File: src/ls_types_pkg.sv
// ~~~~~~~~~~~~~~~~~~~~~~~~~~~~~~~~~~~~~~~~~~~~~~~~~~~~~~~~~~~
// load/store unit types: stack words, byte addresses,
// operation codes and the command and result records
// ~~~~~~~~~~~~~~~~~~~~~~~~~~~~~~~~~~~~~~~~~~~~~~~~~~~~~~~~~~~
`default_nettype none

package ls_types_pkg;

    typedef logic [31:0] word_t;             // stack value
    typedef logic [16:0] addr_t;             // 128K byte space

    typedef enum logic [2:0] {
        op_iaload  = 3'd0,                   // 4 bytes, big-endian
        op_saload  = 3'd1,                   // 2 bytes, sign-extended
        op_baload  = 3'd2,                   // 1 byte, sign-extended
        op_iastore = 3'd3,
        op_sastore = 3'd4,
        op_bastore = 3'd5,
        op_get     = 3'd6,                   // input buffer read
        op_put     = 3'd7                    // output buffer write
    } ls_op_e;

    // one host command
    typedef struct packed {
        ls_op_e op;
        word_t  tos;                         // top of stack
        word_t  nos;                         // next on stack
    } ls_cmd_t;

    // new top of stack, tagged with its op
    typedef struct packed {
        word_t  tos;
        ls_op_e op;
    } ls_result_t;

endpackage

`default_nettype wire
File: src/ls_addr_unit.sv
// ~~~~~~~~~~~~~~~~~~~~~~~~~~~~~~~~~~~~~~~~~~~~~~~~~~~~~~~~~~~
// bus address register and the input/output buffer pointers
// ~~~~~~~~~~~~~~~~~~~~~~~~~~~~~~~~~~~~~~~~~~~~~~~~~~~~~~~~~~~
`timescale 1ns/1ps
`default_nettype none

module ls_addr_unit #(
    parameter ls_types_pkg::addr_t tib_base  = 'h400,
    parameter ls_types_pkg::addr_t obuf_base = 'h500
) (
    input  logic                  ctl,
    input  logic                  rst_n,
    input  logic                  start,
    input  ls_types_pkg::ls_op_e  op,
    input  ls_types_pkg::ls_cmd_t cmd,
    input  logic                  ack,
    input  logic                  done,
    output ls_types_pkg::addr_t   adr
);

    localparam int aw = $bits(ls_types_pkg::addr_t);

    ls_types_pkg::addr_t adr_q;
    ls_types_pkg::addr_t ibuf;               // next get address
    ls_types_pkg::addr_t obuf;               // next put address
    ls_types_pkg::addr_t src;                // start address for op

    always_comb begin
        case (op)
            ls_types_pkg::op_iaload,
            ls_types_pkg::op_saload,
            ls_types_pkg::op_baload:  src = cmd.tos[aw-1:0];   // loads from tos
            ls_types_pkg::op_get:     src = ibuf;
            ls_types_pkg::op_put:     src = obuf;
            default:                  src = cmd.nos[aw-1:0];   // stores to nos
        endcase
    end

    assign adr = adr_q;

    always_ff @(posedge ctl or negedge rst_n) begin
        if (!rst_n) begin
            adr_q <= '0;
            ibuf  <= tib_base;
            obuf  <= obuf_base;
        end else begin
            if (start) begin
                adr_q <= src;
            end else if (ack) begin
                adr_q <= adr_q + 1'b1;       // next byte, big-endian order
            end
            if (done && op == ls_types_pkg::op_get)
                ibuf <= ibuf + 1'b1;
            if (done && op == ls_types_pkg::op_put)
                obuf <= obuf + 1'b1;
        end
    end

endmodule

`default_nettype wire

File: config.mk
export PLATFORM = sky130hd
export DESIGN_NAME = ls_addr_unit
export DESIGN_NICKNAME = d
export VERILOG_FILES = /design/src/ls_types_pkg.sv /design/src/ls_addr_unit.sv
export SDC_FILE = /design/constraint.sdc
export NUM_CORES = 1
export LEC_CHECK = 0
export BUFFER_PORTS_ARGS = -buffer_cell sky130_fd_sc_hd__buf_2
export CAP_MARGIN = 20
export CORE_MARGIN = 5
export CORE_UTILIZATION = 55
export CTS_CLUSTER_DIAMETER = 100
export DETAILED_ROUTE_END_ITERATION = 12
export HOLD_SLACK_MARGIN = 0.02
export PLACE_DENSITY = 0.89
export SLEW_MARGIN = 10
export SYNTH_ARGS = -nofsm -noshare
export SYNTH_HDL_FRONTEND = slang
export SYNTH_SLANG_ARGS = --single-unit
File: constraint.sdc
create_clock -name ctl -period 2.7 [get_ports ctl]
set_input_delay 0.27 -clock ctl [delete_from_list [all_inputs] [get_ports ctl]]
set_output_delay 0.27 -clock ctl [all_outputs]
set_load 0.005 [all_outputs]
==> metrics.yaml <==
drt:
  antenna_left: 0
  drt-total-wl_microns: 7404
  vias: 2650
  wire_per_inst_microns: 16.64
  viasPerCell: 5.955
  dr.pass1.iters: 4
  drc: 0
  drt_iter0_drc: 141
grt:
  grt_max_degree: 52
  grt_pass1_vias: 2692
  overflow: 0
  grt_pass1_wl_microns: 12570
  antenna_found_initial: 0
  track_usage: 0.2135
layout:
  num-nets-final: 450
  drive_gt1_frac: 0.2520
  fin_cells: 445
  post-route-util: 0.6542
  num_antenna_cells: 0
  area_delta_synth_final_pct: 14.96
clock_tree:
  clk_pin_slew_ns: 0.09
  cts_tree: "built"
  clk_latency_ns: 0.31
  root_buffer: "clkbuf_8"
  cts_hold_buf: 0
  h-tree-depth: 2
  clk_path_buf_depth: 2
  cts_setup_buffers: 0
  cts_sinks: 51
  cts_buffers: 5
  cts_resized: 0
yosys:
  synth_area_per_cell_sq_um: 9.946
  synth_edf_count: 0
  synth_area_sq_um: 3153
  synth.largest_area_cell: "dfrtp_1"
  synth_common_cells: "48 x dfrtp_1, 30 x xnor2_1, 29 x nand2_1"
  synth_seq_area_share: 0.4060
  netlist_instances: 317
  yosys.cell_types.count: 52
  synthArstFlopShare: 1.000
  yosysWarningCount: 0
  ys.flop_type: "dfrtp_1"
  synth.top_cell.area_share: 0.3810
  synth.most_common_cell: "dfrtp_1"
  yosys_register_bits: 51
  synth_area_leaders: "dfrtp_1 38%, mux2i_1 8.6%, xnor2_1 8.3%"
  syn-num-nets: 395
sta:
  setup_viol: 0
  fin_crit_ns: 1.844
  hold_ws_ns: -0.02591
  hold_viol: 48
  finalMaxSlewViolations: 0
  rsz0062_at_grt: "false"
  clock_skew_ns: 0.004100
  tns_ns: 0
  max_slew_margin: 0.5683
  setup_ws_ns: 0.8556
  period_share: 0.6831
  fmax_ghz: 0.5422
  tightestPinTransition_ns: 0.6426
critical_path:
  crit_family: "simple AND/OR/NAND/NOR gates"
  max_stage_delay_ns: 0.51
  crit_slowest_cell: "nor4_1"
  cp_data_required_time_ns: 2.90
  arrival_ns: 2.04
  worstSetupPathType: "flip-flop to flip-flop"
  critical_path_buf_inv_count: 0
  path_cells: "nand4_1, nor4_1, a21boi_0, o31a_1"
  path_max_fanout: 7
  endpoint_kind: "flip-flop"
  critical_path.startpoint_type: "flip-flop"
power_and_ir_drop:
  seqPwrFrac: 0.500
  power.internal_uw: 1378
  ir_drop_mv: 0.3395
  switching_power_uw: 605.4
  pwr_density_cell_nw_per_um2: 547.2
  pwr-share-clk: 0.277
  p_leak_uw: 0.001643
  swShare: 0.3052
  combPwrFrac: 0.223
die:
  start_util: 0.5691
  ios: 92
  die_h_microns: 85.72
  row_count: 27
  dieArea_sq_um: 7347
  coreArea_sq_um: 5540
  die-width_microns: 85.72
placed_design:
  gp_congestion: 0.8528
  placedCellCount: 437
  place_worst_setup_slack_ns: 0.7622
  io_buffers: 58
  dp_hpwl_microns: 5613
flow_run:
  maxCapViolations: 0
hold_path:
  hold_path_class: "input pin to async pin"
run_status:
  violations: "negative hold slack"
  status: "finished, violations left"
-- worst reg2reg max path, cell delays in order (launching register included) --
cell      delay (ns)
dfrtp_1         0.43
nand4_1         0.32
nor4_1          0.51
a21boi_0        0.17
o31a_1          0.31
-- power groups by stage --
stage / Combinational (uW) / Clock (uW) / Sequential (uW)
4_1_cts: 447 / 557 / 988
3_5_place_dp: 434 / 0 / 1000
2_1_floorplan: 280 / 0 / 981
5_1_grt: 494 / 591 / 1010
6_report: 443 / 549 / 991
3_3_place_gp: 411 / 0 / 992
-- registers in the layout, indices dropped and copies added (netlist names) --
register	flops
adr	17
obuf	17
ibuf	17
-- through the flow --
step	power (uW)	instance area (sq um)	hold slack [ns]
global route	2094	3625	0.02312
floorplan	1260	3153	-0.02559
global placement	1403	3505	0.4624
finish	1984	3625	-0.02591
detailed placement	1436	3505	0.4759
CTS	1993	3622	0.2042
-- worst paths after layout --
kind	from	to	slack, ns	cells after the start
min	rst_n	adr[1]	-0.03	1
min in group ctl	done	obuf[2]	0.29	3
min reg2reg	obuf[16]	obuf[16]	0.48	1
max in group asynchronous	rst_n	obuf[3]	2.31	1
max	adr[2]	adr[15]	0.86	4
max reg2reg	adr[2]	adr[15]	0.86	4
-- kinds of logic after synthesis --
group,share of synthesized area
xor+xnor,0.1194
compound gates,0.1198
buf+inv,0.02818
mux,0.1286
fa+ha+maj,0.01191
simple gates,0.1861
flops,0.4060
-- cell usage in the layout (no fill, tap or decap), types with 6 or more instances in the layout --
master,n
dfrtp_1,48
nor3_1,11
nand2_1,29
buf_4,6
xor2_1,13
nor2_1,12
inv_1,6
buf_2,57
clkbuf_8,6
mux2_2,12
nand3_1,17
mux2i_1,27
o21ai_0,11
xnor2_1,30
nand4_1,12
a21oi_1,10
-- layout make-up --
class / count / area [sq um]
multi-input cells: 245 / 1784
repair buffers: 63 / 330.3
inverters: 6 / 22.52
flip-flops and latches: 51 / 1280
clock inverters: 2 / 35.03
well taps: 72 / 90.09
fillers: 434 / 1916
clock buffers: 6 / 82.58
-- metal layers --
metal	up-vias	track usage	routed length [microns]
met5	-	0	0
met4	0	0.07338	129
met3	16	0.05187	476
met2	78	0.3743	3791
met1	1293	0.2552	3006
li1	1263	-	-
Note: power is estimated with default switching activity, not from simulation.
