File: src/ls_types_pkg.sv
// ~~~~~~~~~~~~~~~~~~~~~~~~~~~~~~~~~~~~~~~~~~~~~~~~~~~~~~~~~~~
// load/store unit types: stack words, byte addresses,
// operation codes and the command and result records
// ~~~~~~~~~~~~~~~~~~~~~~~~~~~~~~~~~~~~~~~~~~~~~~~~~~~~~~~~~~~
`default_nettype none

package ls_types_pkg;

    typedef logic [31:0] word_t;             // stack value
    typedef logic [16:0] addr_t;             // 128K byte space

    typedef enum logic [2:0] {
        op_iaload  = 3'd0,                   // 4 bytes, big-endian
        op_saload  = 3'd1,                   // 2 bytes, sign-extended
        op_baload  = 3'd2,                   // 1 byte, sign-extended
        op_iastore = 3'd3,
        op_sastore = 3'd4,
        op_bastore = 3'd5,
        op_get     = 3'd6,                   // input buffer read
        op_put     = 3'd7                    // output buffer write
    } ls_op_e;

    // one host command
    typedef struct packed {
        ls_op_e op;
        word_t  tos;                         // top of stack
        word_t  nos;                         // next on stack
    } ls_cmd_t;

    // new top of stack, tagged with its op
    typedef struct packed {
        word_t  tos;
        ls_op_e op;
    } ls_result_t;

endpackage

`default_nettype wire
File: src/ls_sequencer.sv
// ~~~~~~~~~~~~~~~~~~~~~~~~~~~~~~~~~~~~~~~~~~~~~~~~~~~~~~~~~~~
// load/store sequencer: takes a command, runs the byte beats
// on the bus and pulses done when the last beat is back
// ~~~~~~~~~~~~~~~~~~~~~~~~~~~~~~~~~~~~~~~~~~~~~~~~~~~~~~~~~~~
`timescale 1ns/1ps
`default_nettype none

module ls_sequencer (
    input  logic                 ctl,
    input  logic                 rst_n,
    input  logic                 cmd_valid,
    input  ls_types_pkg::ls_cmd_t cmd,
    output logic                 cmd_ready,
    input  logic                 ack,        // beat done
    input  logic                 last,       // final beat in flight
    output logic                 cyc,
    output logic                 stb,
    output logic                 we,
    output logic                 start,      // acceptance cycle
    output ls_types_pkg::ls_op_e op,
    output logic                 done
);

    typedef enum logic [1:0] {
        st_idle   = 2'd0,
        st_strobe = 2'd1,                    // stb high until ack
        st_gap    = 2'd2                     // stb low after ack
    } state_e;

    state_e               state;
    ls_types_pkg::ls_op_e op_q;              // op of the running command
    logic                 final_q;           // last beat was acked

    function automatic logic is_write(input ls_types_pkg::ls_op_e o);
        is_write = (o == ls_types_pkg::op_iastore) || (o == ls_types_pkg::op_sastore) ||
                   (o == ls_types_pkg::op_bastore) || (o == ls_types_pkg::op_put);
    endfunction

    assign cmd_ready = (state == st_idle);
    assign start     = cmd_ready & cmd_valid;
    assign op        = start ? cmd.op : op_q;   // live op while accepting
    assign cyc       = (state != st_idle) & ~done;   // held across the beats
    assign stb       = (state == st_strobe);
    assign we        = cyc & is_write(op_q);
    assign done      = (state == st_gap) & final_q;

    always_ff @(posedge ctl or negedge rst_n) begin
        if (!rst_n) begin
            state   <= st_idle;
            op_q    <= ls_types_pkg::op_iaload;
            final_q <= 1'b0;
        end else begin
            case (state)
                st_idle: begin
                    if (start) begin
                        op_q  <= cmd.op;
                        state <= st_strobe;
                    end
                end
                st_strobe: begin
                    if (ack) begin
                        final_q <= last;     // remember whether that was the end
                        state   <= st_gap;
                    end
                end
                st_gap: begin
                    state   <= final_q ? st_idle : st_strobe;
                    final_q <= 1'b0;
                end
                default: state <= st_idle;
            endcase
        end
    end

endmodule

`default_nettype wire

File: config.mk
export PLATFORM = sky130hd
export DESIGN_NAME = ls_sequencer
export DESIGN_NICKNAME = d
export VERILOG_FILES = /design/src/ls_types_pkg.sv /design/src/ls_sequencer.sv
export SDC_FILE = /design/constraint.sdc
export NUM_CORES = 1
export LEC_CHECK = 0
export BUFFER_PORTS_ARGS = -buffer_cell sky130_fd_sc_hd__buf_2
export CAP_MARGIN = 20
export CORE_MARGIN = 2
export CORE_UTILIZATION = 24
export CTS_CLUSTER_DIAMETER = 60
export DETAILED_ROUTE_END_ITERATION = 12
export GPL_TIMING_DRIVEN = 0
export PLACE_DENSITY = 0.83
export RECOVER_POWER = 50
export REMOVE_ABC_BUFFERS = 1
export SYNTH_ARGS = -nofsm -noshare
export SYNTH_HDL_FRONTEND = slang
export SYNTH_SLANG_ARGS = --single-unit
File: constraint.sdc
create_clock -name ctl -period 3.9 [get_ports ctl]
set_clock_uncertainty 0.05 [all_clocks]
set_input_delay 0 -clock ctl [delete_from_list [all_inputs] [get_ports ctl]]
set_output_delay 0 -clock ctl [all_outputs]
set_load 0.02 [all_outputs]
==> summary.txt <==
GRT
  • Initial antenna violation count: 0
  • Vias in the first global route: 267
  • First-pass GRT wire length: 1069 um
  • GRT Total Usage: 0.08414
  • Grt ovf: 0
  • Pin count of the biggest net entering global routing: 10

Floorplanning
  • Horiz. Die Dim: 42.95 um
  • Die area: 1845 sq um
  • Initial Util: 0.2474
  • I/O Pins: 81
  • Row count: 14
  • Placeable Area: 1471 sq um
  • Die boundary height: 42.95 um

Placement
  • Placed Cells incl. Taps: 62
  • Gp weighted congestion: 0.6742
  • Placed Area: 441.7 sq um
  • Final HPWL from detailed placement: 555.2 um
  • Port Buf Inserts: 16

Route
  • Initial DRC Count: 3
  • Routed WL per cell: 10.37 um
  • DRC: 0
  • Vias per Instance: 4.471
  • 1st-pass router iterations: 3
  • Via count: 313
  • Final ANT Viol Nets: 0
  • Total wire length: 726 um

Finish
  • Storage cell area: 150.1 sq um
  • Layout area overhead: 40.55%
  • Number of inserted diodes: 0
  • Layout net count: 128
  • Post-route cell area: 511.7 sq um
  • Multi-input logic area: 183.9 sq um
  • Final-layout fill cell count: 169
  • Layout Utilization: 0.3478
  • Share of cells above drive strength 1: 0.4630
  • Post-Layout Cell Count: 70

Synth
  • Sequential fraction of the synthesis area: 0.4124
  • Post-synth EDFFs: 0
  • Synth top area share: 0.4124
  • Netlist Area Pre-Place: 364.1 sq um
  • Yosys cell types: 16
  • Largest area contributor in the netlist: dfrtp_1
  • Post-Syn Instances: 32
  • Post-synthesis mux area share: 0.2131
  • Simple-gate share of the synthesized area: 0.2302
  • Main combinational cell family by area after synthesis: simple AND/OR/NAND/NOR gates
  • #FFs+latches synth: 6
  • Top post-synthesis cells by area: dfrtp_1 41%, mux2_2 19%, buf_6 6.2%
  • Ys flop type: dfrtp_1
  • Synth warnings: 0
  • Post-Synth Adder-Cell Area: 0
  • Async S/R FF share, synth: 1.000
  • Post-synthesis compound-gate area fraction: 0.06186
  • Syn avg cell area: 11.38 sq um
  • Top cells by count, synth: 6 x dfrtp_1, 6 x mux2_2, 3 x nor2_1
  • Post-synthesis xor/xnor area fraction: 0

Setup path
  • Slowest Stage Delay on Critical Path: 470 ps
  • Critical Path AT: 1650 ps
  • Crit. End Element: primary output
  • WS Path Type: reg -> out
  • Critical-path top delay cell: dfrtp_1
  • Delay-heaviest family, CP: flip-flops
  • Required time of the critical path: 3850 ps
  • Buf+Inv Stages, Crit Path: 1
  • Crit-path max FO: 9
  • Crit-path cells: nor3b_4, mux2_2, buf_2
  • Startpoint types: flip-flop

Clocking
  • Clk pin slew, worst setup/hold paths: 50 ps
  • Clock tree buffer depth: 2
  • CTS Sinks: 6
  • CTS root buf: clkbuf_4
  • CTS tree: built
  • Clock Latency Late Sink: 240 ps
  • CTS Buf Count: 3
  • H-Tree Depth: 1

STA
  • RSZ-0062 raised after global routing: no
  • Tcrit/Tclk final: 0.4371
  • Fmax: 586.6 MHz
  • Setup TNS: 0 ps
  • Final worst path period need: 1705 ps
  • Rel. slew slack: 0.7570
  • Fin. Hold Viols: 0
  • Final Setup Violations: 0
  • Max-slew violations: 0
  • Tightest Pin Transition: 364.2 ps

Worst hold path
  • Hold Path Class: in -> reg

Job
  • Max_cap viols: 0

Outcome
  • Outcome: completed

Power
  • LEAKAGE: 0.2383 nW
  • Pwr/cell area: 782.9 nW/um^2
  • Peak supply drop: 0.2371 mV
  • Total power: 0.4006 mW
## sequential cells by signal (all words and copies together) (netlist names)
signal / flops
final_q: 1
state: 2
op_q: 3
## where the power goes
group,internal [mW],switching (mW),leakage (nW)
clock,0.0348,0.0220,0.0138
sequential,0.0913,0.0373,0.0729
combinational,0.0988,0.116,0.152
## final timing paths
path / from / endpoint / slack, ps / cells past startpoint
max in group asynchronous: rst_n / op_q[2] / 3450 / 2
setup / recovery: state[1] / op[1] / 2200 / 3
min in group asynchronous: rst_n / op_q[0] / 120 / 2
hold / removal: last / final_q / 20 / 3
hold reg to reg: final_q / state[0] / 460 / 1
setup reg to reg: state[1] / op_q[1] / 2480 / 2
## layout make-up
type / count / share of cell area
Multi-Input combinational cell: 22 / 0.3594
Sequential cell: 6 / 0.2934
Timing Repair Buffer: 21 / 0.2494
Clock buffer: 3 / 0.04401
Tap cell: 16 / 0.03912
Inverter: 2 / 0.01467
## what timing repair did
action	CTS	global route
resized for setup	0	0
buffers inserted	0	0
hold buffers	5	0
hold endpoints to repair	10	0
## placed cells by master (no fill, tap or decap), types with 2 or more instances in the layout
cell / synthesis / final
and2_0: 0 / 2
dlygate4sd3_1: 0 / 5
nor2_1: 3 / 3
buf_2: 0 / 14
mux2_2: 6 / 6
dfrtp_1: 6 / 6
clkbuf_4: 0 / 3
clkbuf_1: 0 / 2
inv_1: 2 / 2
or2b_1: 2 / 2
## per-layer routing
metal  global-route usage  routed length, um
met4              0.05455                  0
met3              0.05106                 76
met2               0.1212                319
met5                    0                  0
met1              0.09186                330
## per-stage QoR
| stage | setup slack [ps] | hold WS (ps) |
|---|---|---|
| final | 2195 | 16.08 |
| after global routing | 2100 | 34.19 |
| after CTS | 2168 | 11.68 |
| after detailed placement | 2446 | -220.7 |
| after global placement | 2493 | -223.1 |
| after floorplan | 2456 | -345.6 |
## cells by family (layout without fill, tap and decap cells)
kind of cell    Yosys count  count (layout)
simple gates             12              12
mux                       7               7
flops                     6               6
buf+inv                   4              26
compound gates            3               3
## worst min-delay path, cell delays in order
cell	delay [ps]
buf_2	80
nand4b_1	90
o311ai_0	100
(Power assumes the default switching activity.)
