[src/ls_types_pkg.sv]
// ~~~~~~~~~~~~~~~~~~~~~~~~~~~~~~~~~~~~~~~~~~~~~~~~~~~~~~~~~~~
// load/store unit types: stack words, byte addresses,
// operation codes and the command and result records
// ~~~~~~~~~~~~~~~~~~~~~~~~~~~~~~~~~~~~~~~~~~~~~~~~~~~~~~~~~~~
`default_nettype none

package ls_types_pkg;

    typedef logic [31:0] word_t;             // stack value
    typedef logic [16:0] addr_t;             // 128K byte space

    typedef enum logic [2:0] {
        op_iaload  = 3'd0,                   // 4 bytes, big-endian
        op_saload  = 3'd1,                   // 2 bytes, sign-extended
        op_baload  = 3'd2,                   // 1 byte, sign-extended
        op_iastore = 3'd3,
        op_sastore = 3'd4,
        op_bastore = 3'd5,
        op_get     = 3'd6,                   // input buffer read
        op_put     = 3'd7                    // output buffer write
    } ls_op_e;

    // one host command
    typedef struct packed {
        ls_op_e op;
        word_t  tos;                         // top of stack
        word_t  nos;                         // next on stack
    } ls_cmd_t;

    // new top of stack, tagged with its op
    typedef struct packed {
        word_t  tos;
        ls_op_e op;
    } ls_result_t;

endpackage

`default_nettype wire
[src/ls_byte_lane.sv]
// ~~~~~~~~~~~~~~~~~~~~~~~~~~~~~~~~~~~~~~~~~~~~~~~~~~~~~~~~~~~
// byte lanes: picks store bytes, merges load bytes and forms
// the new top of stack with sign or zero extension
// ~~~~~~~~~~~~~~~~~~~~~~~~~~~~~~~~~~~~~~~~~~~~~~~~~~~~~~~~~~~
`timescale 1ns/1ps
`default_nettype none

module ls_byte_lane (
    input  logic                     ctl,
    input  logic                     rst_n,
    input  logic                     start,
    input  ls_types_pkg::ls_op_e     op,
    input  ls_types_pkg::ls_cmd_t    cmd,
    input  logic                     ack,
    input  logic [7:0]               dat_r,
    input  logic [2:0]               remaining,
    output logic [7:0]               dat_w,
    output ls_types_pkg::ls_result_t result
);

    ls_types_pkg::word_t tos_q;              // store data
    ls_types_pkg::word_t nos_q;              // tos after a pop
    ls_types_pkg::word_t merge_q;            // load bytes so far
    ls_types_pkg::word_t merged;             // including this beat
    ls_types_pkg::word_t final_tos;

    // byte r-1 of tos goes out on the beat with r left
    always_comb begin
        case (remaining)
            3'd4:    dat_w = tos_q[31:24];
            3'd3:    dat_w = tos_q[23:16];
            3'd2:    dat_w = tos_q[15:8];
            default: dat_w = tos_q[7:0];
        endcase
    end

    assign merged = {merge_q[23:0], dat_r};

    always_comb begin
        case (op)
            ls_types_pkg::op_iaload: final_tos = merged;
            ls_types_pkg::op_saload: final_tos = {{16{merged[15]}}, merged[15:0]};
            ls_types_pkg::op_baload: final_tos = {{24{merged[7]}}, merged[7:0]};
            ls_types_pkg::op_get:    final_tos = {24'd0, merged[7:0]};   // unsigned
            default:                 final_tos = nos_q;                  // stack pops
        endcase
    end

    always_ff @(posedge ctl) begin
        if (start) begin
            tos_q <= cmd.tos;
            nos_q <= cmd.nos;
        end
        if (ack)
            merge_q <= merged;               // shift in, msb first
    end

    // held from the final ack until the next command's final ack
    always_ff @(posedge ctl or negedge rst_n) begin
        if (!rst_n) begin
            result <= '0;
        end else if (ack && remaining == 3'd1) begin
            result.tos <= final_tos;
            result.op  <= op;
        end
    end

endmodule

`default_nettype wire

[config.mk]
export PLATFORM = sky130hd
export DESIGN_NAME = ls_byte_lane
export DESIGN_NICKNAME = d
export VERILOG_FILES = /design/src/ls_types_pkg.sv /design/src/ls_byte_lane.sv
export SDC_FILE = /design/constraint.sdc
export NUM_CORES = 1
export LEC_CHECK = 0
export BUFFER_PORTS_ARGS = -buffer_cell sky130_fd_sc_hd__buf_4
export CORE_AREA = 2 2 86 171
export DETAILED_ROUTE_END_ITERATION = 10
export DIE_AREA = 0 0 88 173
export HOLD_SLACK_MARGIN = 0.02
export PLACE_DENSITY = 0.62
export SYNTH_ARGS = -nofsm -noshare
export SYNTH_HDL_FRONTEND = slang
export SYNTH_SLANG_ARGS = --single-unit
[constraint.sdc]
create_clock -name ctl -period 2.85 [get_ports ctl]
set_clock_uncertainty 0.05 [all_clocks]
set_input_delay 0.285 -clock ctl [delete_from_list [all_inputs] [get_ports ctl]]
set_output_delay 0.285 -clock ctl [all_outputs]
set_load 0.005 [all_outputs]
==> results.md <==
- The flow ran to the end, and the final reports show no timing, DRC or antenna violations.
- Measured against its own limit, the worst slew margin works out to between 40% and 50%.
- The core region is 0.0138 sq mm.
- By area the synthesized netlist is led by sky130_fd_sc_hd__edfxtp_1 55%, sky130_fd_sc_hd__dfrtp_1 18%, sky130_fd_sc_hd__nand2_1 4.8%.
- In the routed layout, each cell is associated on average with a via count of around 4.7.
- After routing the design area is just over 0.007 sq mm.
- Entering global routing, the biggest net connects 65 pins.
- The most frequent cell after synthesis is sky130_fd_sc_hd__edfxtp_1.
- The post-synthesis average cell area is around 14 sq um.
- Counting distinct cell types in the post-synthesis netlist gives 23.
- Counting along the longest clock path gives a buffer depth of 2.
- STA classifies the critical path endpoint as an output port.
- The portion of the post-synthesis area used by sequential elements is 73.3%.
- The die covers 0.0152 sq mm.
- Setup violations remaining at the end of the flow were counted as 0.
- The final weighted congestion in routability-driven placement is 0.827.
- The area growth from synthesis to layout is 49.4%.
- The count of vias placed by the detailed router is 3477.
- The starting density of the core is 34.7%.
- Setup repair after global routing left no endpoint under its margin.
- The worst path needs 1.86 ns of the cycle, external delays included.
- The critical path launch point type is an input port.
- The share of post-route cells with drive strength above 1 is between 20% and 30%.
- The count of pins over their slew limit is 0.
- The synthesized design contains approximately 120 register bits.
- The startpoint identified for the worst register-to-register timing path is merge_q[7].
- The number of setup buffers added after CTS is 0.
- After the last flow step, the layout net total stands at between 600 and 700.
- The repair_antennas step left the layout with diodes totalling 0.
- The via count of the first global-routing pass was 3720.
- The number of antenna violations at the first check in global routing is 0.
- The multiplexer share of the synthesized area is 3.34%.
- The cell type with the highest occurrence count on the critical path is sky130_fd_sc_hd__buf_4.
- The max-cap check violation count is 0.
- Summed over all cells, the static leakage comes to 2.94 nW.
- During I/O placement, the number of pins put on the boundary was 128.
- The share of the synthesized area in the top cell type is 55.1%.
- The global-route wire length before repair is 18.9 mm.
- For the final routed database, the setup TNS stands at 0 ns.
- The number of warnings issued by yosys is 0.
- The worst hold margin is 0.0385 ns.
- The total power consumption of the routed design is 5.26 mW.
- The endpoint required time on the critical path is 2.52 ns.
- The synthesized netlist occupies a cell area of 0.00480 sq mm.
- Clock-pin slew was measured on the worst setup and hold paths at 0.05 ns.
- For the worst-skew pair, the clock arrives at the later sink with an insertion delay of 0.41 ns.
- The setup check on the worst reg-to-reg path leaves a slack of roughly 1.1 ns.
- The count of antenna-violating nets left after detailed routing is 0.
- The count of buffers from port buffering is 124.
- The worst-path maximum fanout is 11.
- The iteration count of the initial detailed-routing pass is 7.
- The tree is rooted in a sky130_fd_sc_hd__clkbuf_16.
- The cell type contributing the most total cell area after synthesis is sky130_fd_sc_hd__edfxtp_1.
- For the pin with the worst max-slew slack, the measured transition is 0.818 ns.
- For the worst setup path, the data arrival time is 1.52 ns.
- The number of hold buffers added after CTS was 68.
- The ratio of final minimum period to clock period is 65.2%.
- The number of core rows is 61.
- For this design, the slowest cell found on the critical path is sky130_fd_sc_hd__nand2b_1.
- The largest voltage drop on the vdd net is 0.508 mV.
- The synthesized netlist devotes 0% of its cell area to adder and majority cells.
- The count of cells resized by post-cts repair is 0.
- Walking the worst path, the cells encountered are buf_4, nand2b_1, mux2i_1, o21ai_0, buf_4.
- Among all flip-flop cells after synthesis, the most frequent one is sky130_fd_sc_hd__edfxtp_1.
- The capturing point of the worst reg2reg path is result[22].
- In this run, CTS created clock tree buffers numbering 17.
- In the final routed layout, each cell accounts on average for 16.2 microns.
- Global routing used 16.8% of the available tracks across all layers.
- In the synthesized netlist, the cells that appear most often are 88 x sky130_fd_sc_hd__edfxtp_1, 61 x sky130_fd_sc_hd__nand2_1, 35 x sky130_fd_sc_hd__dfrtp_1.
- The startpoint of the worst hold path is dat_r[5].
- The worst hold path belongs to the class in2reg.
- The clock drives 123 sinks.
- The placed standard-cell area is slightly below 0.006 sq mm.
- The launch point of the worst path is remaining[0].
- The CTS tree is yes.
- The total global routing overflow is 0.
- The synthesized netlist devotes 8.60% of its cell area to simple gates.
- The critical path in this run is classified as in2out.
- Along the worst hold path, the cell count comes to 1.
- The synthesized instance count is 351.
- The number of nets in the synthesized netlist is ~440.
- The largest family of logic cells by synthesized area is compound AO/OA/AOI/OAI gates.
- The worst register-to-register path has a depth of 4.
- The xor and xnor area share after synthesis is 0%.
- The x dimension of the die is 88 microns.
- Counting flops with a built-in enable in the synthesized netlist gives 88.
- The hold violation count in the final report is 0.
- The finished layout holds 745 standard cells, fillers aside.
- The number of design rule violations left after detail routing is 0.
- In the synthesized netlist the async set-or-reset flop fraction comes to between 20% and 30%.
- The worst hold path terminates at merge_q[5].
- Summing the areas of all compound-gate instances in the mapped netlist gives 11.3% of the synthesized area.
- The die is 173 microns tall.
- The highest attainable clock frequency is 538 MHz.
- The number of placed instances, taps included, is 645.
- The stage delay of the slowest cell on the critical path is 0.50 ns.
- Dividing total power by cell area gives a power density of 734 mW/mm^2.
- The number of levels the H-tree was split into is 4.
- The final layout contains routed wiring with a total length of roughly 12 mm.
- The sum of net half-perimeters after detailed placement is around 8 mm.
- The first routing iteration left 135 violations.
registers in the layout (all words and copies together) (netlist names):
signal   count
result      35
nos_q       32
tos_q       32
merge_q     24
kinds of logic (layout without fill, tap and decap cells):
logic type	after synthesis	count (layout)
flops	123	123
compound gates	97	97
simple gates	93	93
buf+inv	22	227
mux	16	16
how the worst max path moves through the flow:
stage | endpoint | depth (start not counted) | slack (ns)
detailed placement | result[30] | 5 | 0.83
global route | dat_w[2] | 5 | 0.85
floorplan | dat_w[0] | 5 | 1.47
finish | dat_w[2] | 5 | 0.99
CTS | dat_w[5] | 5 | 0.97
global placement | result[31] | 5 | 0.89
layer usage:
layer | vias to the layer above | part of all wire (%) | global-route usage (%)
li1 | 1667 | - | -
met1 | 1662 | 34 | 16.3
met2 | 119 | 57 | 30.0
met3 | 29 | 5.1 | 5.58
met4 | 0 | 4.3 | 8.97
met5 | - | 0 | 0
per-stage QoR:
| step | worst slack [ns] | utilization (%) |
|---|---|---|
| after detailed placement | 0.828 | 42.3 |
| final | 0.992 | 51.9 |
| after global placement | 0.893 | 42.3 |
| after global routing | 0.854 | 51.9 |
| after CTS | 0.974 | 51.9 |
| after floorplan | 1.47 | - |
area by class of cell:
class	instances	area, sq um
Multi-Input combinational cell	206	1120
Timing Repair Buffer	195	1650
Sequential cell	123	3520
Clock buffer	18	429
Fill cell	1197	6650
Tap cell	189	236
Clock inverter	14	220
placed cells by master, fill, tap and decap left out, types with 2 or more instances in the layout:
cell type and count:
sky130_fd_sc_hd__o21ai_0 18, sky130_fd_sc_hd__mux2i_1 16, sky130_fd_sc_hd__nand2b_1 10, sky130_fd_sc_hd__clkinvlp_4 3, sky130_fd_sc_hd__clkinv_4 3, sky130_fd_sc_hd__inv_6 2, sky130_fd_sc_hd__dfrtp_1 35, sky130_fd_sc_hd__a211oi_1 15
sky130_fd_sc_hd__a21oi_1 24, sky130_fd_sc_hd__a31oi_1 8, sky130_fd_sc_hd__clkbuf_16 17, sky130_fd_sc_hd__nor2_1 17, sky130_fd_sc_hd__nand2_1 61, sky130_fd_sc_hd__buf_4 126, sky130_fd_sc_hd__edfxtp_1 88, sky130_fd_sc_hd__bufinv_16 5
sky130_fd_sc_hd__dlygate4sd3_1 68, sky130_fd_sc_hd__o21ai_1 30
where the power goes:
group          switching, mW  total [mW]  internal (mW)  leakage, nW
sequential            0.0997        2.25           2.15         1.28
clock                  0.789        2.35           1.56        0.305
combinational          0.297       0.672          0.375         1.35
total                   1.19        5.26           4.08         2.94
worst max-delay path: cells and delay by family:
family	cells	cell delay [ns]
buf+inv	2	0.36
compound gates	1	0.23
mux	1	0.15
simple gates	1	0.50
Power figures use the tool's default switching activity.
