--- config.mk ---
export PLATFORM = sky130hd
export DESIGN_NAME = ls_beat_counter
export DESIGN_NICKNAME = d
export VERILOG_FILES = /design/src/ls_types_pkg.sv /design/src/ls_beat_counter.sv
export SDC_FILE = /design/constraint.sdc
export NUM_CORES = 1
export LEC_CHECK = 0
export BUFFER_PORTS_ARGS = -buffer_cell sky130_fd_sc_hd__buf_4
export CAP_MARGIN = 10
export CORE_AREA = 2 2 39 41
export DETAILED_ROUTE_END_ITERATION = 7
export DIE_AREA = 0 0 41 43
export PLACE_DENSITY_LB_ADDON = 0.12
export SETUP_SLACK_MARGIN = 0.3
export SLEW_MARGIN = 0
export SYNTH_ARGS = -nofsm -noshare
export SYNTH_HDL_FRONTEND = slang
export SYNTH_SLANG_ARGS = --single-unit
--- constraint.sdc ---
create_clock -name ctl -period 1.3 [get_ports ctl]
set_input_delay 0.13 -clock ctl [delete_from_list [all_inputs] [get_ports ctl]]
set_output_delay 0.13 -clock ctl [all_outputs]
set_load 0.1 [all_outputs]
--- src/ls_types_pkg.sv ---
// ~~~~~~~~~~~~~~~~~~~~~~~~~~~~~~~~~~~~~~~~~~~~~~~~~~~~~~~~~~~
// load/store unit types: stack words, byte addresses,
// operation codes and the command and result records
// ~~~~~~~~~~~~~~~~~~~~~~~~~~~~~~~~~~~~~~~~~~~~~~~~~~~~~~~~~~~
`default_nettype none

package ls_types_pkg;

    typedef logic [31:0] word_t;             // stack value
    typedef logic [16:0] addr_t;             // 128K byte space

    typedef enum logic [2:0] {
        op_iaload  = 3'd0,                   // 4 bytes, big-endian
        op_saload  = 3'd1,                   // 2 bytes, sign-extended
        op_baload  = 3'd2,                   // 1 byte, sign-extended
        op_iastore = 3'd3,
        op_sastore = 3'd4,
        op_bastore = 3'd5,
        op_get     = 3'd6,                   // input buffer read
        op_put     = 3'd7                    // output buffer write
    } ls_op_e;

    // one host command
    typedef struct packed {
        ls_op_e op;
        word_t  tos;                         // top of stack
        word_t  nos;                         // next on stack
    } ls_cmd_t;

    // new top of stack, tagged with its op
    typedef struct packed {
        word_t  tos;
        ls_op_e op;
    } ls_result_t;

endpackage

`default_nettype wire
--- src/ls_beat_counter.sv ---
// ~~~~~~~~~~~~~~~~~~~~~~~~~~~~~~~~~~~~~~~~~~~~~~~~~~~~~~~~~~~
// counts the byte beats still to run for one command
// ~~~~~~~~~~~~~~~~~~~~~~~~~~~~~~~~~~~~~~~~~~~~~~~~~~~~~~~~~~
`timescale 1ns/1ps
`default_nettype none

module ls_beat_counter (
    input  logic                 ctl,
    input  logic                 rst_n,
    input  logic                 start,
    input  ls_types_pkg::ls_op_e op,
    input  logic                 ack,
    output logic [2:0]           remaining,
    output logic                 last
);

    logic [2:0] load_cnt;                    // beats for this op

    always_comb begin
        case (op)
            ls_types_pkg::op_iaload, ls_types_pkg::op_iastore: load_cnt = 3'd4;
            ls_types_pkg::op_saload, ls_types_pkg::op_sastore: load_cnt = 3'd2;
            default:                                            load_cnt = 3'd1;
        endcase
    end

    assign last = (remaining == 3'd1);

    always_ff @(posedge ctl or negedge rst_n) begin
        if (!rst_n) begin
            remaining <= 3'd0;
        end else if (start) begin
            remaining <= load_cnt;
        end else if (ack && remaining != 3'd0) begin
            remaining <= remaining - 3'd1;   // one beat retired
        end
    end

endmodule

`default_nettype wire

==> results.md, run 1 <==
Final layout:
- The final design area excluding fillers is 559 sq um.
- More flip-flops sit in one register than any other, and that register is remaining.
- The layout cell share with drive strength beyond 1 is 74.5%.
- The antenna diode count is 0.
- Compared with the post-synthesis result, the final layout area differs by 115%.
- The register with the most flip-flops in the layout has 3 of them.
- For this run, the number of standard cells in the final layout without fillers is 63.
- The total number of nets in the final design is 58.
- The largest registers in the layout are remaining: 3 flops.

Setup path:
- The element type at the critical path end is a primary output.
- Data on the critical path is required at its endpoint by 1.17 ns.
- The worst path arrival time is 1.27 ns.
- The type of the worst setup path is flip-flop to primary output.
- The maximum fanout encountered on the critical timing path is 2.
- The worst setup path is launched from a flip-flop.

Drt:
- For this block, the routed nets add up to 701 um of wire.
- The mean number of vias per cell is 4.51.
- For this block, the initial DRC count from the detailed router was 5.
- In the routed design, unresolved DRC markers number 0.
- The number of detailed-routing iterations run before antenna repair is 4.
- Detailed routing inserted a total of 284 vias.
- Once detail routing completed, the nets flagged for antenna violations numbered 0.
- The average wire per standard cell is 11.1 um.

Floorplanning:
- The area enclosed by the die boundary is 1760 sq um.
- The floorplan step set the die height to 43 um.
- The floorplan step set the die width to 41 um.
- The initial utilization of the core area, before any placement, comes to 18.8%.
- During I/O placement, the number of pins put on the boundary was 11.
- After floorplanning, the core was divided into 14 placement rows.
- The core area is 1380 sq um.

Yosys:
- The synthesized netlist contains 19 unique library cells.
- Ranked by total cell area, the synthesized netlist is headed by sky130_fd_sc_hd__dfrtp_1, sky130_fd_sc_hd__ha_1, sky130_fd_sc_hd__mux2_4, sky130_fd_sc_hd__nand2b_4, sky130_fd_sc_hd__mux2_2.
- sky130_fd_sc_hd__dfrtp_1 takes more of the synthesized area than any other cell.
- The synthesized design contains 3 register bits.
- In the synthesized netlist, the number of instances is 27.
- The number of synthesis warnings is 0.
- The summed instance area of the synthesized netlist is 260 sq um.
- When the netlist entered floorplanning its net count stood at 37.
- The portion of the post-synthesis area used by sequential elements is 28.8%.
- The post-synthesis average cell area is 9.64 sq um.
- Summed over its instances, the top area cell type makes up 28.8% of the synthesized netlist area.

Power:
- Dividing total power by cell area gives a power density of 1360 nW/um^2.
- In this run, the combinational gates consume 60.2% of the power.
- Per report_power, the sequential group accounts for 18.4% of the total.
- The cell internal power dissipation is 436 uW.
- The leakage dissipation is 0.000240 uW.
- The switching share of total power is 42.9%.
- The total power consumption of the routed design is 763 uW.
- The fraction of power consumed by the clock network is 21.4%.
- Across the VDD grid, the largest voltage drop is 0.000496 V.
- The switching component of the power is 327 uW.

Placement:
- The placed instances occupy a cell area of 415 sq um.
- The number of port buffers is 10.
- After detailed placement, the design holds a cell count of 55.
- Routability-driven placement finished with a final weighted congestion of 0.662.

STA:
- Setup slack on the critical path of the routed design comes to -0.104 ns.
- Setup repair after global routing could not meet its margin everywhere.
- The final hold slack is 0.165 ns.
- The headroom to the max-slew limit is 81.7%.
- The max-slew violation count is 0.
- The actual slew at the worst max-slew pin is 0.277 ns.
- The final hold violation count was 0.
- For this run, the top clock speed supported by timing is 0.712 GHz.
- Setup violations remaining at the end of the flow were counted as 2.
- The worst-case clock skew is 0.00558 ns.
- The time the final worst path needs with I/O delays and setup is 1.40 ns.
- The period utilization is 108%.

Global route:
- The combined global-route utilization of all metal layers is 10.9%.
- The first global-routing pass estimated 1200 um of wire.
- Entering global routing, the biggest net connects 8 pins.
- The overflow left after global routing is 0.
- The via count of the first global-routing pass is 280.
- The number of antenna violations at the first check in global routing was 0.

CTS:
- The CTS H-tree depth is 1.
- The library cell used as clock root buffer is sky130_fd_sc_hd__clkbuf_4.
- The clock passes through at most 2 buffers.
- The clock tree from TritonCTS is built.
- The total clock buffers created by CTS is 3.
- For the worst-skew pair, the clock arrives at the later sink with an insertion delay of 0.23 ns.
- The total number of clock tree sinks is 3.
- Clock-pin slew was measured on the worst setup and hold paths at 0.04 ns.

Job:
- Max-cap violations in this run came to 0.

Status:
- The final reports fail on negative setup slack.
- The flow ran to the end, but the final reports show violations.

Worst hold path:
- The tightest min-delay check is of the input pin to flip-flop type.
-- kinds of logic (layout without fill, tap and decap cells) --
logic type                 Yosys count  count (layout)  share of synthesized area [%]
AOI/OAI and AO/OA                    6               6                           17.3
DFF                                  3               3                           28.8
buffers and inverters                2              22                           2.89
and+or+nand+nor                      9               9                           19.7
xor gates and xnor gates             2               2                           6.73
adders and majority gates            3               3                           14.4
muxes                                2               2                           10.1
-- routing by layer --
layer | vias up | track usage [%] | wire [um]
li1 | 132 | - | -
met3 | 4 | 1.57 | 40
met4 | 0 | 12.0 | 7
met1 | 129 | 11.0 | 246
met5 | - | 0 | 0
met2 | 19 | 16.6 | 407
-- through the flow --
step | utilization, % | setup WS (ns) | TNS (ns)
after global placement | 30.0 | -0.0626 | -0.0626
after CTS | 39.1 | -0.121 | -0.187
after detailed placement | 30.0 | -0.0770 | -0.0770
final | 40.4 | -0.104 | -0.161
after global routing | 40.4 | -0.137 | -0.227
after floorplan | - | -0.214 | -0.506
-- cell type report --
| cell class | count | area [sq um] |
|---|---|---|
| Fill cell | 147 | 825 |
| Multi-Input combinational cell | 22 | 243 |
| Timing Repair Buffer | 16 | 171 |
| Sequential cell | 3 | 83.8 |
| Clock buffer | 4 | 26.3 |
| Tap cell | 16 | 20.0 |
| Inverter | 2 | 15.0 |
-- critical path, stage by stage (launching register included) --
cell and delay (ns):
sky130_fd_sc_hd__dfrtp_4 0.49, sky130_fd_sc_hd__buf_6 0.13, sky130_fd_sc_hd__ha_4 0.14, sky130_fd_sc_hd__nor2b_4 0.12, sky130_fd_sc_hd__buf_12 0.16
-- synth_stat cells --
cell	count
sky130_fd_sc_hd__xor2_1	1
sky130_fd_sc_hd__inv_1	2
sky130_fd_sc_hd__o21ai_0	1
sky130_fd_sc_hd__dfrtp_1	3
sky130_fd_sc_hd__a21oi_1	1
sky130_fd_sc_hd__nor2_1	3
sky130_fd_sc_hd__o21a_1	1
sky130_fd_sc_hd__nand3_1	2
sky130_fd_sc_hd__nand2b_4	1
sky130_fd_sc_hd__xnor2_1	1
sky130_fd_sc_hd__nand2_1	1
sky130_fd_sc_hd__o2bb2ai_1	1
sky130_fd_sc_hd__mux2_2	1
sky130_fd_sc_hd__nand2_2	1
sky130_fd_sc_hd__mux2_4	1
sky130_fd_sc_hd__a31o_2	1
sky130_fd_sc_hd__nor2b_1	1
sky130_fd_sc_hd__ha_1	3
sky130_fd_sc_hd__a211o_2	1
-- cell usage in the layout (no fill, tap or decap), types with 2 or more instances in the layout --
master and count:
sky130_fd_sc_hd__buf_4 9, sky130_fd_sc_hd__nor2_1 3, sky130_fd_sc_hd__ha_4 3, sky130_fd_sc_hd__clkbuf_4 3, sky130_fd_sc_hd__buf_12 3, sky130_fd_sc_hd__buf_6 3, sky130_fd_sc_hd__dfrtp_4 2
-- power by group through the flow --
stage	registers (uW)	clock network [uW]	logic, uW
finish	141	163	459
global route	143	177	484
CTS	141	174	443
detailed placement	139	0	358
global placement	137	0	354
floorplan	248	0	155
-- path summary, 6_finish.rpt --
check                             start            to  slack (ns)  cells after the start
setup / recovery           remaining[0]          last       -0.10                      4
hold / removal                    start  remaining[1]        0.17                      2
setup reg to reg           remaining[0]  remaining[2]       -0.06                      5
hold reg to reg            remaining[2]  remaining[2]        0.74                      2
max in group asynchronous         rst_n  remaining[2]        0.96                      2
min in group asynchronous         rst_n  remaining[1]        0.22                      2
-- timing repair --
action,4_1_cts,5_1_grt
hold endpoints to repair,3,0
endpoints found under the setup margin,7,7
hold buffers,1,0
setup buffers,1,2
pin swaps,3,0
gates resized for setup,17,1
Power figures use the tool's default switching activity.
==> run 2, diff against run 1 <==
--- a/config.mk
+++ b/config.mk
@@ -5,6 +5,7 @@
 export SDC_FILE = /design/constraint.sdc
 export NUM_CORES = 1
 export LEC_CHECK = 0
+export ABC_AREA = 1
 export BUFFER_PORTS_ARGS = -buffer_cell sky130_fd_sc_hd__buf_4
 export CAP_MARGIN = 10
 export CORE_AREA = 2 2 39 41
==> run 2 against run 1 <==
The run still ends with negative setup slack left. Cell count up 33%. Die area stayed put. Register-to-register slack gained 0.14 ns. Utilization grew 0.90 points. Non-clock buffer count grew 1. Worst hold slack improved by 0.0065 ns. Critical endpoint unchanged. Highest routed layer is now met3.
==> results.md, run 2 <==
CTS:
- The total clock buffers created by CTS is 3 (unchanged).
- The library cell used as clock root buffer is sky130_fd_sc_hd__clkbuf_4.
- TritonCTS built the clock tree.
- The clock transition at the registers of the reported paths is 0.03 ns (about the same).
- The total number of clock tree sinks was 3 (unchanged).
- The clock latency reported for the late side of the worst-skew pair is 0.23 ns (about the same).
- The buffer levels on the longest clock path is 2 (unchanged).
- The CTS H-tree depth is 1 (unchanged).

Setup path:
- The kind of cell adding the most delay to the critical path is flip-flops.
- Traced cell by cell, the critical path runs through inv_4, ha_4, inv_2, nor2_4, buf_12.
- STA classifies the critical path startpoint as a flip-flop.
- The type of the worst setup path is flip-flop to primary output.
- The element type at the critical path end is a primary output.
- The worst path arrival time was 1.20 ns (-0.07 ns).
- The slack of the worst reg-to-reg path is 0.08 ns (+0.14 ns).
- The count of buffering cells on the critical path with inverters included is 3 (+1).
- The cell type of the slowest stage on the worst timing path is sky130_fd_sc_hd__dfrtp_4.
- The largest incremental delay on the critical path is 0.48 ns (about the same).
- The maximum fanout encountered on the critical timing path was 2 (unchanged).
- The required time reported for the critical path endpoint is 1.17 ns (about the same).

Power:
- The total power consumption of the routed design is 1050 uW (+37%).
- The power density over the cells is 1830 nW/um^2 (+34%).
- The leakage dissipation came to 0.000306 uW (+28%).
- The peak supply drop came to 0.000582 V (+17%).

Yosys:
- The proportion of netlist area held by the largest area contributor is 29.3% (+0.49 points).
- The post-synthesis cell type with the largest combined area is sky130_fd_sc_hd__nand2_1.
- The number of instances in the synthesized netlist is 47 (+74%).
- The count of flip-flops with a built-in enable after synthesis is 0 (unchanged).
- The post-synthesis average cell area is 5.99 sq um (-38%).
- The number of distinct library cells after synthesis is 9 (-10).
- The summed instance area of the synthesized netlist came to 282 sq um (+8.2%).
- The post-synthesis net count is 57 (+54%).
- The number of synthesis warnings was 0 (unchanged).
- By count the netlist is led by sky130_fd_sc_hd__nand2_1, sky130_fd_sc_hd__inv_1.
- The register bit total from synthesis is 3 (unchanged).
- The share of async-settable or async-resettable flops after synthesis is 100% (unchanged).
- sky130_fd_sc_hd__nand2_1 is the most common cell in the netlist.
- The portion of the post-synthesis area used by sequential elements is 26.7% (-2.2 points).
- The most used flip-flop cell after synthesis is sky130_fd_sc_hd__dfrtp_1.
- In the post-synthesis netlist, the biggest area contributors are sky130_fd_sc_hd__nand2_1, sky130_fd_sc_hd__dfrtp_1, sky130_fd_sc_hd__ha_1, sky130_fd_sc_hd__inv_1, sky130_fd_sc_hd__nand2_2.

STA:
- The maximum operating frequency came to 0.750 GHz (+5.3%).
- The final count of negative-setup-slack endpoints is 1 (-1).
- The final hold slack is 0.172 ns (+0.00651 ns).
- The headroom to the max-slew limit is 89.7% (+8.0 points).
- The max-slew violation count is 0 (unchanged).
- The worst-case clock skew is 0.00230 ns (-0.00328 ns).
- The actual slew at the worst max-slew pin was 0.154 ns (-0.123 ns).
- The time the final worst path needs with I/O delays and setup came to 1.33 ns (-0.0709 ns).
- The period utilization is 103% (-5.5 points).
- The minimum setup slack in the final design is -0.0332 ns (+0.0709 ns).
- Setup repair after global routing could not meet its margin everywhere.
- The final hold violation count is 0 (unchanged).
- The setup TNS is -0.0332 ns (+0.128 ns).

Floorplanning:
- The die height is 43 um (unchanged).
- The die extent in x came to 41 um (unchanged).
- The core area was 1380 sq um (unchanged).
- The area enclosed by the die boundary is 1760 sq um (unchanged).
- The number of standard-cell rows in the floorplan is 14 (unchanged).
- The number of placed I/O pins is 11 (unchanged).
- The starting density of the core was 20.3% (+1.5 points).

Final layout:
- From synthesis to final layout, the design area changed by 103%.
- The flip-flop count of the largest register after layout was 3 (unchanged).
- The final non-filler cell total is 84 (+33%).
- Ranked by flip-flop count, first place goes to remaining.
- The largest registers in the layout are remaining: 3 flops.
- The total of fill cells in the finished design is 151 (+2.7%).
- The antenna diode count is 0 (unchanged).
- The total number of nets in the final design is 79 (+36%).
- Leaving out fill and tap cells, the most frequent cell in the layout is sky130_fd_sc_hd__nand2_1.
- The layout cell share with drive strength beyond 1 was 48.5% (-26 points).
- In the layout the commonest cells are sky130_fd_sc_hd__nand2_1, sky130_fd_sc_hd__buf_4, sky130_fd_sc_hd__inv_1, sky130_fd_sc_hd__buf_12, sky130_fd_sc_hd__inv_2.

Global route:
- The pin count of the biggest net entering global routing is 6 (-2).
- The combined global-route utilization of all metal layers came to 9.04% (-1.8 points).
- The via count of the first global-routing pass is 292 (+4.3%).
- The number of antenna violations at the first check in global routing came to 0 (unchanged).
- The overflow left after global routing is 0 (unchanged).
- The first-pass GRT wire length is 1040 um (-13%).

Drt:
- The routed wire length came to 692 um (-1.3%).
- The average wire per standard cell is 8.24 um (-26%).
- The iteration-0 DRC count of the detailed router is 3 (-2).
- The remaining number of nets flagged by the antenna check after routing came to 0 (unchanged).
- The detailed-route via count came to 338 (+19%).
- The number of detailed-routing iterations run before antenna repair is 2 (-2).
- The residual DRC count came to 0 (unchanged).
- The mean number of vias per cell is 4.02 (-11%).

Placement:
- The routability-driven placement congestion ratio is 0.671 (+1.5%).
- The number of cells in the design after placement is 73 (+33%).
- The minimum setup slack after placement was 0.0767 ns (+0.154 ns).
- Summed over all nets, the half-perimeter wirelength after detailed placement is 521 um.
- The number of port buffers is 10 (unchanged).

Status:
- The flow ran to the end, but the final reports show violations.
- The checks that failed: negative setup slack.

Worst hold path:
- The path class of the tightest hold or removal check is input pin to flip-flop.

Job:
- The reported max-cap violation count is 0 (unchanged).
run 2: cell count changes after synthesis, moves of 2 or more:
| cell | delta |
|---|---|
| sky130_fd_sc_hd__inv_2 | +3 |
| sky130_fd_sc_hd__nand2_2 | +2 |
| sky130_fd_sc_hd__inv_1 | +5 |
| sky130_fd_sc_hd__nand2_1 | +21 |
run 2: worst min-delay path, cell delays in order:
cell and delay (ns):
sky130_fd_sc_hd__buf_4 0.09, sky130_fd_sc_hd__nand3_1 0.08, sky130_fd_sc_hd__nand2_1 0.07
run 2: path summary, 6_finish.rpt:
kind	from	to	cells past startpoint
worst min register to register	remaining[2]	remaining[2]	2
max in group asynchronous	rst_n	remaining[0]	2
worst min-delay path	start	remaining[1]	3
worst max register to register	remaining[0]	remaining[1]	6
min in group asynchronous	rst_n	remaining[2]	2
worst max-delay path	remaining[1]	last	5
run 2: cells by family (layout without fill, tap and decap cells):
group	count (synthesis)	count (layout)	share of synthesized area, %
simple gates	31	31	46.7
buf+inv	10	31	13.3
fa+ha+maj	3	3	13.3
flops	3	3	26.7
run 2: cell type report:
class | instances | area (sq um) | area share (%)
Clock buffer | 4 | 26.3 | 4.60
Inverter | 10 | 40.0 | 7.00
Multi-Input combinational cell | 34 | 201 | 35.2
Sequential cell | 3 | 83.8 | 14.7
Tap cell | 16 | 20.0 | 3.50
Timing Repair Buffer | 17 | 200 | 35.0
run 2: where the power goes:
| group | total [uW] | internal (uW) | switching (uW) |
|---|---|---|---|
| logic | 718 | 306 | 412 |
| registers | 167 | 129 | 38.4 |
| clock network | 163 | 115 | 48.0 |
run 2: stage by stage:
stage	util [%]	cell area [sq um]
after floorplan	-	313
after global placement	29.5	408
after detailed placement	29.5	408
after CTS	38.2	528
after global routing	41.3	572
final	41.3	572
run 2: per-layer routing:
| metal | up-vias | wire (um) | global-route usage (%) |
|---|---|---|---|
| li1 | 179 | - | - |
| met4 | 0 | 0 | 2.00 |
| met3 | 0 | 50 | 6.28 |
| met2 | 12 | 370 | 14.7 |
| met5 | - | 0 | 0 |
| met1 | 147 | 271 | 9.00 |
run 2: what timing repair did:
item	4_1_cts	5_1_grt
pin swaps	2	0
setup endpoints to repair	7	7
endpoints found under the hold margin	3	0
buffers inserted	4	2
hold buffers	1	0
gates resized for setup	12	4
